<file path="src/design/alu_pkg.sv">
// Widths, word type and operation codes for the multi-cycle ALU, imported by the RTL modules
`default_nettype none

package alu_pkg;

  // Operand and result width
  localparam int alu_width = 16;

  // Iteration counter for multiply and divide
  // Counts alu_width-1 down to 0
  localparam int alu_cnt_width = $clog2(alu_width);

  // One operand or result word
  typedef logic [alu_width-1:0] alu_word_t;

  // Operation select on i_op
  typedef enum logic [1:0] {
    OP_ADD = 2'd0,
    OP_SUB = 2'd1,
    OP_MUL = 2'd2,
    OP_DIV = 2'd3
  } alu_op_e;

endpackage

`default_nettype wire
</file>
<file path="src/design/alu_step_if.sv">
// Step strobes from the ALU sequencer to the data path with one data path action per clock edge
`timescale 1ns/1ps
`default_nettype none

interface alu_step_if (
  input logic clk,
  input logic rst_n
);

  // Accept operands on this edge
  logic load;

  // Step strobes, at most one high per cycle
  logic add_en;
  logic sub_en;
  logic mul_en;
  logic div_en;
  logic flip_a_en;
  logic flip_b_en;
  logic negate_en;

  modport ctrl (
    input  clk,
    input  rst_n,
    output load,
    output add_en,
    output sub_en,
    output mul_en,
    output div_en,
    output flip_a_en,
    output flip_b_en,
    output negate_en
  );

  modport dp (
    input clk,
    input rst_n,
    input load,
    input add_en,
    input sub_en,
    input mul_en,
    input div_en,
    input flip_a_en,
    input flip_b_en,
    input negate_en
  );

endinterface

`default_nettype wire

</file>
<file path="src/design/alu_top.sv">
// Top level of the multi-cycle ALU with valid/ready handshakes on input and output
`timescale 1ns/1ps
`default_nettype none

module alu_top (
  input  logic               clk,
  input  logic               rst_n,
  input  logic               i_in_valid,
  output logic               o_in_ready,
  input  alu_pkg::alu_op_e   i_op,
  input  logic               i_signed,
  input  alu_pkg::alu_word_t i_a,
  input  alu_pkg::alu_word_t i_b,
  output logic               o_out_valid,
  input  logic               i_out_ready,
  output alu_pkg::alu_word_t o_result,
  output logic               o_error
);

  // Strobes from control to data path
  alu_step_if step_if (
    .clk   (clk),
    .rst_n (rst_n)
  );

  alu_sequencer u_sequencer (
    .i_in_valid  (i_in_valid),
    .i_op        (i_op),
    .i_signed    (i_signed),
    .i_a         (i_a),
    .i_b         (i_b),
    .i_out_ready (i_out_ready),
    .o_in_ready  (o_in_ready),
    .o_out_valid (o_out_valid),
    .o_error     (o_error),
    .step        (step_if.ctrl)
  );

  alu_datapath u_datapath (
    .i_a      (i_a),
    .i_b      (i_b),
    .step     (step_if.dp),
    .o_result (o_result)
  );

endmodule

`default_nettype wire

</file>
<file path="src/design/alu_datapath.sv">
// ALU data path with operand and result registers around one shared adder, driven by step strobes
`timescale 1ns/1ps
`default_nettype none

module alu_datapath (
  input  alu_pkg::alu_word_t i_a,
  input  alu_pkg::alu_word_t i_b,
  alu_step_if.dp             step,
  output alu_pkg::alu_word_t o_result
);
  import alu_pkg::*;

  // Upper half holds the partial remainder during divide
  logic [2*alu_width-1:0] a_q;
  alu_word_t              b_q;
  alu_word_t              result_q;

  alu_word_t add_x;
  alu_word_t add_y;
  logic      add_cin;
  alu_word_t add_sum;
  logic      add_cout;
  logic      divides;

  assign {add_cout, add_sum} = {1'b0, add_x} + {1'b0, add_y} + {{alu_width{1'b0}}, add_cin};

  // A bit shifted out of the remainder means it already exceeds the divisor
  assign divides = add_cout | a_q[2*alu_width-1];

  // Adder input selection for the active strobe
  // Subtraction and negation use inverted input plus carry in
  always_comb begin
    add_x   = '0;
    add_y   = '0;
    add_cin = 1'b0;
    if (step.add_en) begin
      add_x = a_q[alu_width-1:0];
      add_y = b_q;
    end else if (step.sub_en) begin
      add_x   = a_q[alu_width-1:0];
      add_y   = ~b_q;
      add_cin = 1'b1;
    end else if (step.mul_en) begin
      add_x = result_q;
      add_y = b_q;
    end else if (step.div_en) begin
      // Trial subtraction of the divisor from the shifted remainder
      add_x   = a_q[2*alu_width-2:alu_width-1];
      add_y   = ~b_q;
      add_cin = 1'b1;
    end else if (step.flip_a_en) begin
      add_x   = ~a_q[alu_width-1:0];
      add_cin = 1'b1;
    end else if (step.flip_b_en) begin
      add_x   = ~b_q;
      add_cin = 1'b1;
    end else if (step.negate_en) begin
      add_x   = ~result_q;
      add_cin = 1'b1;
    end
  end

  always_ff @(posedge step.clk) begin
    if (step.load) begin
      a_q <= {{alu_width{1'b0}}, i_a};
    end else if (step.flip_a_en) begin
      // Magnitude only for a negative operand
      if (a_q[alu_width-1]) begin
        a_q[alu_width-1:0] <= add_sum;
      end
    end else if (step.mul_en) begin
      a_q <= a_q >> 1;
    end else if (step.div_en) begin
      if (divides) begin
        a_q <= {add_sum, a_q[alu_width-2:0], 1'b0};
      end else begin
        a_q <= {a_q[2*alu_width-2:0], 1'b0};
      end
    end
  end

  always_ff @(posedge step.clk) begin
    if (step.load) begin
      b_q <= i_b;
    end else if (step.flip_b_en) begin
      if (b_q[alu_width-1]) begin
        b_q <= add_sum;
      end
    end else if (step.mul_en) begin
      b_q <= b_q << 1;
    end
  end

  // Cleared on load, so a divide by zero reports zero
  always_ff @(posedge step.clk) begin
    if (step.load) begin
      result_q <= '0;
    end else if (step.add_en || step.sub_en || step.negate_en) begin
      result_q <= add_sum;
    end else if (step.mul_en) begin
      // Partial product added only for a set multiplier bit
      if (a_q[0]) begin
        result_q <= add_sum;
      end
    end else if (step.div_en) begin
      result_q <= {result_q[alu_width-2:0], divides};
    end
  end

  assign o_result = result_q;

  // New operands never arrive while a step is still working on the old ones
  a_load_alone: assert property (@(posedge step.clk) disable iff (!step.rst_n)
    step.load |-> !(step.add_en || step.sub_en || step.mul_en || step.div_en ||
                    step.flip_a_en || step.flip_b_en || step.negate_en));

endmodule

`default_nettype wire

</file>
<file path="src/design/alu_sequencer.sv">
// Control FSM of the ALU that runs the handshake and issues one data path strobe per cycle
`timescale 1ns/1ps
`default_nettype none

module alu_sequencer (
  input  logic               i_in_valid,
  input  alu_pkg::alu_op_e   i_op,
  input  logic               i_signed,
  input  alu_pkg::alu_word_t i_a,
  input  alu_pkg::alu_word_t i_b,
  input  logic               i_out_ready,
  output logic               o_in_ready,
  output logic               o_out_valid,
  output logic               o_error,
  alu_step_if.ctrl           step
);
  import alu_pkg::*;

  typedef enum logic [3:0] {
    S_WAIT,
    S_ADD,
    S_SUB,
    S_MUL_INIT,
    S_MUL_RUN,
    S_FLIP_A,
    S_FLIP_B,
    S_DIV_INIT,
    S_DIV_RUN,
    S_DIV_POST,
    S_RESULT,
    S_ERROR
  } seq_state_e;

  seq_state_e               state;
  logic [alu_cnt_width-1:0] cnt;
  logic                     negate_q;
  logic                     accept;
  logic                     last_iter;

  assign accept    = i_in_valid && o_in_ready;
  assign last_iter = (cnt == '0);

  always_ff @(posedge step.clk or negedge step.rst_n) begin
    if (!step.rst_n) begin
      state    <= S_WAIT;
      negate_q <= 1'b0;
    end else begin
      case (state)
        S_WAIT: begin
          if (accept) begin
            case (i_op)
              OP_ADD: state <= S_ADD;
              OP_SUB: state <= S_SUB;
              OP_MUL: state <= S_MUL_INIT;
              OP_DIV: begin
                // Quotient is negative when signed operands differ in sign
                negate_q <= i_signed && (i_a[alu_width-1] ^ i_b[alu_width-1]);
                if (i_b == '0) begin
                  state <= S_ERROR;
                end else if (i_signed) begin
                  state <= S_FLIP_A;
                end else begin
                  state <= S_DIV_INIT;
                end
              end
              default: state <= S_WAIT;
            endcase
          end
        end
        S_ADD, S_SUB: state <= S_RESULT;
        S_MUL_INIT:   state <= S_MUL_RUN;
        S_MUL_RUN: begin
          if (last_iter) begin
            state <= S_RESULT;
          end
        end
        S_FLIP_A:   state <= S_FLIP_B;
        S_FLIP_B:   state <= S_DIV_INIT;
        S_DIV_INIT: state <= S_DIV_RUN;
        S_DIV_RUN: begin
          if (last_iter) begin
            state <= S_DIV_POST;
          end
        end
        S_DIV_POST: state <= S_RESULT;
        S_RESULT, S_ERROR: begin
          if (i_out_ready) begin
            state <= S_WAIT;
          end
        end
        default: state <= S_WAIT;
      endcase
    end
  end

  // Reloaded outside the run states, so each run gets alu_width iterations
  always_ff @(posedge step.clk or negedge step.rst_n) begin
    if (!step.rst_n) begin
      cnt <= alu_cnt_width'(alu_width - 1);
    end else if (state == S_MUL_RUN || state == S_DIV_RUN) begin
      cnt <= cnt - 1'b1;
    end else begin
      cnt <= alu_cnt_width'(alu_width - 1);
    end
  end

  assign o_in_ready  = (state == S_WAIT);
  assign o_out_valid = (state == S_RESULT) || (state == S_ERROR);
  assign o_error     = (state == S_ERROR);

  assign step.load      = accept;
  assign step.add_en    = (state == S_ADD);
  assign step.sub_en    = (state == S_SUB);
  assign step.mul_en    = (state == S_MUL_RUN);
  assign step.div_en    = (state == S_DIV_RUN);
  assign step.flip_a_en = (state == S_FLIP_A);
  assign step.flip_b_en = (state == S_FLIP_B);
  assign step.negate_en = (state == S_DIV_POST) && negate_q;

  // The shared adder serves one step at a time
  a_strobe_onehot: assert property (@(posedge step.clk) disable iff (!step.rst_n)
    $onehot0({step.add_en, step.sub_en, step.mul_en, step.div_en,
              step.flip_a_en, step.flip_b_en, step.negate_en}));

  // Result and error flag wait for the consumer
  a_valid_held: assert property (@(posedge step.clk) disable iff (!step.rst_n)
    o_out_valid && !i_out_ready |=> o_out_valid && $stable(o_error));

  // Input side reopens only on the edge after a result is taken
  a_ready_after_take: assert property (@(posedge step.clk) disable iff (!step.rst_n)
    $rose(o_in_ready) |-> $past(o_out_valid && i_out_ready));

endmodule

`default_nettype wire

</file>
<file path="config.mk">
export PLATFORM = sky130hd
export DESIGN_NAME = alu_top
export DESIGN_NICKNAME = d
export VERILOG_FILES = /design/src/design/alu_pkg.sv /design/src/design/alu_step_if.sv /design/src/design/alu_top.sv /design/src/design/alu_datapath.sv /design/src/design/alu_sequencer.sv
export SDC_FILE = /design/constraint.sdc
export NUM_CORES = 1
export LEC_CHECK = 0
export BUFFER_PORTS_ARGS = -buffer_cell sky130_fd_sc_hd__buf_4
export CAP_MARGIN = 5
export CORE_UTILIZATION = 65
export CTS_CLUSTER_DIAMETER = 80
export DETAILED_ROUTE_END_ITERATION = 16
export PLACE_DENSITY = 0.88
export SLEW_MARGIN = 20
export SYNTH_ARGS = -nofsm -noshare
export SYNTH_HDL_FRONTEND = slang
export SYNTH_SLANG_ARGS = --single-unit
export TNS_END_PERCENT = 30
</file>
<file path="constraint.sdc">
create_clock -name clk -period 8.2 [get_ports clk]
set_input_delay 2.05 -clock clk [delete_from_list [all_inputs] [get_ports clk]]
set_output_delay 2.05 -clock clk [all_outputs]
set_load 0.01 [all_outputs]
</file>
* Yosys cells after proc, flatten, opt, wreduce, memory -nomap -nowiden
Index checks and enable logic that the tools add are counted. Widths: inputs -> output; s select.
Word-level totals: flip-flop bits (word level) 73, bits in latches 0, memory bits (writable) 0, ROM bits 0, input port bits 39, output and inout port bits 19, word-level logic and storage cells 103, memories 0
Cells by class: $add $sub $neg 3, $mul 0, div/mod/pow operators 0, $lt $le $gt $ge 0, equal/unequal tests 21, shifts and indexed selects 0, muxes and demuxes 41, bitwise operators 6, reductions and logical operators 23
Operator list (count):
- $mux 16 | 22
- $mux 32 | 3
- $not 16->16 | 3
- $pmux 4 s9 | 1
- $mux 4 | 6
- $add 16x16->17 | 1
- $add 17x1->17 | 1
- $eq 4x3->1 const B | 4
- $eq 4x4->1 const B | 4
- $logic_not 16->1 | 1
- $pmux 4 s4 | 1
- $eq 4x2->1 const B | 2
- $logic_not 4->1 | 2
- $reduce_and 2->1 | 4
- $mux 1 | 7
- $ne 3x2->1 const B | 2
- $reduce_bool 3->1 | 2
- $eq 2x2->1 const B | 2
- $eq 4x1->1 const B | 1
- $logic_or 1x1->1 | 4
- $ne 2x1->1 const B | 2
- $ne 2x2->1 const B | 2
- $reduce_and 4->1 | 1
- $reduce_bool 4->1 | 1
- other kinds (13) | 15

* Longest topological paths before layout
depth after elaboration 17, mapped depth 18, depth with buffers taken out 16

* Cells and area by module
From an unflattened synthesis, not the netlist that was laid out.
Second synthesis, totals: cells, all modules 751, area, all modules 6043.3 µm²
By module, submodules not included:
- alu_datapath | times used 1, cells an instance 669, area each 5297.6 µm², sequential area each 1601.5 µm²
- alu_sequencer | times used 1, cells an instance 82, area each 745.7 µm², sequential area each 230.2 µm²

* Worst setup path before layout
OpenSTA, ideal clock, no wires.
kind register -> register, start reg u_sequencer.state[1], end reg u_datapath.b_q[10] (data pin), library setup time 0.261 ns, arrival 3.562 ns, required time 7.939 ns, slack 4.377 ns, cell stages (with the launch flop) 17, path buffers 2, clock period less this slack 3.823 ns, cells stage by stage dfrtp_1 > buf_2 > nor2_1 > a21boi_2 > clkbuf_1 > nor3_1 > o31ai_1 > fa_1 > fa_1 > a21o_1 > nand4_1 > nand3_2 > a31oi_1 > o21ai_0 > xnor2_1 > a221oi_1 > nor2_1
On the way: word-level cells in the longest chain between the ends 14, elaborated cells on any way between the ends 33, classes of those cells add/sub (2); eq/ne (7); mux (21); reduce/logical (3)
RTL lines:
- from (decl) | line alu_sequencer.sv:34 | seq_state_e state;
- from (signal assigned) | line alu_sequencer.sv:45 | state <= S_WAIT;
- from (signal assigned) | line alu_sequencer.sv:52 | OP_ADD: state <= S_ADD;
- from (signal assigned) | line alu_sequencer.sv:53 | OP_SUB: state <= S_SUB;
- $eq 4x4->1 | line alu_sequencer.sv:118 | assign step.negate_en = (state == S_DIV_POST) && negate_q;
- $logic_and 1x1->1 | line alu_sequencer.sv:118
- $mux 16 | line alu_datapath.sv:57 | end else if (step.negate_en) begin
- $mux 16 | line alu_datapath.sv:54 | end else if (step.flip_b_en) begin
- $mux 16 | line alu_datapath.sv:51 | end else if (step.flip_a_en) begin
- $mux 16 | line alu_datapath.sv:46 | end else if (step.div_en) begin
- $mux 16 | line alu_datapath.sv:43 | end else if (step.mul_en) begin
- $mux 16 | line alu_datapath.sv:39 | end else if (step.sub_en) begin
- $mux 16 | line alu_datapath.sv:36 | if (step.add_en) begin
- $add 16x16->17 | line alu_datapath.sv:25 | assign {add_cout, add_sum} = {1'b0, add_x} + {1'b0, add_y} + {{alu_width{1'b0}}, add_cin};
- $add 17x1->17 | line alu_datapath.sv:25
- $mux 16 | line alu_datapath.sv:86 | if (b_q[alu_width-1]) begin
- $mux 16 | line alu_datapath.sv:85 | end else if (step.flip_b_en) begin
- $mux 16 (*) | line alu_datapath.sv:83 | if (step.load) begin
- to (signal assigned) | line alu_datapath.sv:84 | b_q <= i_b;
- to (signal assigned) | line alu_datapath.sv:87 | b_q <= add_sum;
- to (signal assigned) | line alu_datapath.sv:90 | b_q <= b_q << 1;
- to (decl) | line alu_datapath.sv:15 | alu_word_t b_q;
Mark *: on every way between the ends. The rest lies on a longest branch, timed or not. The select of a mux whose other input is x is not followed. A chain may end at the register's enable or synchronous reset.

* Worst setup path in the final report
start reg u_sequencer.state[1], end reg u_datapath.a_q[12] (data pin)
On the way: word-level cells in the longest chain between the ends 14, elaborated cells on any way between the ends 34, classes of those cells add/sub (2); eq/ne (7); mux (22); reduce/logical (3)
RTL lines:
- $eq 4x4->1 | line alu_sequencer.sv:118
- $logic_and 1x1->1 | line alu_sequencer.sv:118
- $mux 16 | line alu_datapath.sv:57
- $mux 16 | line alu_datapath.sv:54
- $mux 16 | line alu_datapath.sv:51
- $mux 16 | line alu_datapath.sv:46
- $mux 16 | line alu_datapath.sv:43
- $mux 16 | line alu_datapath.sv:39
- $mux 16 | line alu_datapath.sv:36
- $add 16x16->17 | line alu_datapath.sv:25
- $add 17x1->17 | line alu_datapath.sv:25
- $mux 16 | line alu_datapath.sv:68 | if (a_q[alu_width-1]) begin
- $mux 16 | line alu_datapath.sv:66 | end else if (step.flip_a_en) begin
- $mux 16 (*) | line alu_datapath.sv:64 | if (step.load) begin
- to (signal assigned) | line alu_datapath.sv:65 | a_q <= {{alu_width{1'b0}}, i_a};
- to (signal, indexed assignment) | line alu_datapath.sv:69 | a_q[alu_width-1:0] <= add_sum;
- to (signal assigned) | line alu_datapath.sv:72 | a_q <= a_q >> 1;
- to (decl) | line alu_datapath.sv:14 | logic [2*alu_width-1:0] a_q;
Marks and branches as above.

==> summary.txt <==
Synthesis
  • Flops & latches, synth: 73
  • Mapped Cells: between 700 and 800
  • Most used flip-flop cell after synthesis: edfxtp_1
  • Largest cells by area after synthesis: edfxtp_1 (17%), dfxtp_1 (11%), nand2_1 (6.3%), a21oi_1 (5.8%), mux2i_1 (5.7%)
  • Top cell type by total area after synthesis: edfxtp_1
  • Post-synth top area share: 17.25%
  • Cell variety after synth: 67
  • Area of the mapped netlist: 5572 um^2
  • Synthesized Nets: about 760
  • Post-Syn Area per Cell: 7.914 um^2
  • Register area share after synthesis: about 33%
  • FFs w/ async S/R, synth: between 10% and 20%
  • Commonest cells in the netlist: nand2_1 (93), nor2_1 (82), a21oi_1 (65)
  • Count leader, synth: nand2_1
  • Post-synth EDFFs: 32
  • Ys Warns: 0

Clock network
  • Total clock sinks: between 70 and 80
  • Post-CTS Resized: 0
  • CTS hold repair buffers: 0
  • Inserted Clock Buffers: 9
  • Clk buf depth: 2
  • CTS Root Cell: clkbuf_8
  • Setup Buffers After CTS: 0
  • CTS H-tree lvls: 3
  • CTS tree: yes
  • Worst-skew pair later-pin latency: ~0.37 ns
  • Clock Pin Slew Worst Setup and Hold Paths: 0.09 ns

Critical path
  • Crit end category: flop
  • CP Class: flop to flop
  • CP required: between 8 and 9 ns
  • WP data arrival: between 5 and 6 ns
  • CP Launch Type: flop
  • CP Max Fanout: 24

Layout
  • Layout cells sized above 1: 14.93%
  • Multi-input gate area: roughly 3500 um^2
  • Nets@finish: slightly below 800
  • Register area: around 1800 um^2
  • ANT cells: 0
  • Layout overhead on the synthesized area: 10.85%
  • Fillers: around 650

Placement
  • Routability Congestion: 0.9954
  • HPWL Detailed: 12.78 mm
  • Port Buffers: 57

Floorplanning
  • Starting density of the core: just under 70%
  • Height of the die: between 90 and 100 um
  • Core region area: around 8300 um^2
  • Die Area: about 8900 um^2
  • Top Ports: 58
  • Die W: 94.59 um
  • Rows: 33

Routing
  • DR WL/cell: ~22 um
  • Via count: 5935
  • DRC viols: 0
  • DRT iter0 DRCs: 625
  • DR pass1 iterations: 7
  • DR vias/cell: just over 7
  • WL final: roughly 19 mm
  • Number of nets with antenna violations after routing: 0

STA
  • Crit path time final: just over 5 ns
  • F_max: a little under 0.2 GHz
  • Period utilization: just over 60%
  • Final Hold Vio Count: 0
  • Unrepaired setup endpoints after global routing: false
  • Max-slew violations: 0
  • Worst-Margin Slew: approximately 0.9 ns
  • Setup total negative slack: 0 ns
  • Worst relative slew slack: about two fifths
  • Final Setup Violations: 0
  • Clock Skews: 0.009769 ns

Status
  • Outcome: finished, final reports clean

GRT
  • Initial antenna violation count: 0
  • GRT Total Usage: between 40% and 50%
  • First-pass GRT wire length: 28.26 mm
  • Remaining global-route overflow: 0
  • Vias in the first global route: roughly 5400
  • Largest net degree at the start of global routing: 50

Worst hold path
  • Hold Path Class: flop to flop

Flow run
  • Max-capacitance violation count: 0
## cell type report
class | instances | share of cell area [%]
Clock inverter | 5 | 0.5673
Clock buffer | 11 | 2.451
Inverter | 7 | 0.4254
Timing Repair Buffer | 66 | 8.023
Tap cell | 105 | 2.127
Multi-Input combinational cell | 575 | 56.75
Sequential cell | 73 | 29.66
## cells by family after synthesis
kind of cell	share of synthesized area, %
buffers and inverters	4.581
AO/OA/AOI/OAI	29.42
adder cells (fa/ha/maj)	4.312
multiplexers	6.557
flip-flops	32.88
XOR/XNOR	2.515
AND/OR/NAND/NOR	19.74
## worst max-delay path: stages (launching register included)
cell and delay (ns):
dfrtp_1 0.92, nor2b_1 0.17, nand2_1 0.66, o22ai_1 0.19, nor3_1 0.26, o31ai_1 0.12, fa_1 0.48, fa_1 0.50
a21o_1 0.19, nand4_1 0.10, nand3_2 0.12, a21oi_2 0.26, a21oi_1 0.14, xor2_1 0.48, a21oi_1 0.15, a21oi_1 0.16
## metrics by stage
step	instance area [um^2]	utilization, %	hold slack (ns)	instances	setup slack (ns)
4_1_cts	6168	74.70	0.4595	842	3.359
3_5_place_dp	5982	72.44	0.4390	826	3.370
3_3_place_gp	5982	72.44	0.4334	826	3.569
6_report	6176	74.79	0.4573	842	3.150
2_1_floorplan	5572	-	0.4287	704	4.377
5_1_grt	6176	74.79	0.4794	842	2.976
## layer usage
layer,vias to the layer above,wire (um),global-route usage (%)
met5,-,0,0
met4,0,1132,25.76
met3,116,2036,7.649
met2,476,8491,68.54
met1,2669,6900,51.86
li1,2674,-,-
## cell usage in the layout (no fill, tap or decap), types with 5 or more instances in the layout
cell	Yosys	final
nor3_1	25	24
a21oi_1	65	65
o21a_1	5	5
a221oi_1	11	11
mux2i_1	32	32
a31oi_1	9	9
clkbuf_8	0	11
a21o_1	11	11
a22oi_1	5	5
xnor2_1	11	11
nand2_1	93	93
nand3_1	9	9
nor2_1	82	82
o21ai_0	53	53
o22ai_1	39	39
o21ai_1	13	11
xor2_1	5	5
dfxtp_1	32	32
buf_4	2	66
dfrtp_1	5	5
edfxtp_1	32	32
ha_1	16	16
nand2b_1	5	5
inv_1	7	7
a211oi_1	18	18
## state kept, by name (all words and copies together) (netlist names)
register and flops:
u_sequencer.negate_q 1, u_sequencer.state 4, u_datapath.a_q 32, u_datapath.o_result 16, u_datapath.b_q 16, u_sequencer.cnt 4
## path summary, 6_finish.rpt
| kind | end | depth (start not counted) | slack [ns] | start |
|---|---|---|---|---|
| setup / recovery | u_datapath.a_q[12]$_DFFE_PP_ | 15 | 3.15 | u_sequencer.state[1]$_DFFE_PN0P_ |
| hold / removal | u_sequencer.cnt[0]$_DFF_PN1_ | 1 | 0.46 | u_sequencer.cnt[0]$_DFF_PN1_ |
| setup reg to reg | u_datapath.a_q[12]$_DFFE_PP_ | 15 | 3.15 | u_sequencer.state[1]$_DFFE_PN0P_ |
| hold reg to reg | u_sequencer.cnt[0]$_DFF_PN1_ | 1 | 0.46 | u_sequencer.cnt[0]$_DFF_PN1_ |
| max in group asynchronous | u_sequencer.cnt[1]$_DFF_PN1_ | 1 | 6.49 | rst_n |
| min in group asynchronous | u_sequencer.state[0]$_DFFE_PN0P_ | 1 | 1.50 | rst_n |
Power is left out: the tool's default activity adds up to more than one toggle a clock period on the data nets, which glitch-free logic cannot reach.
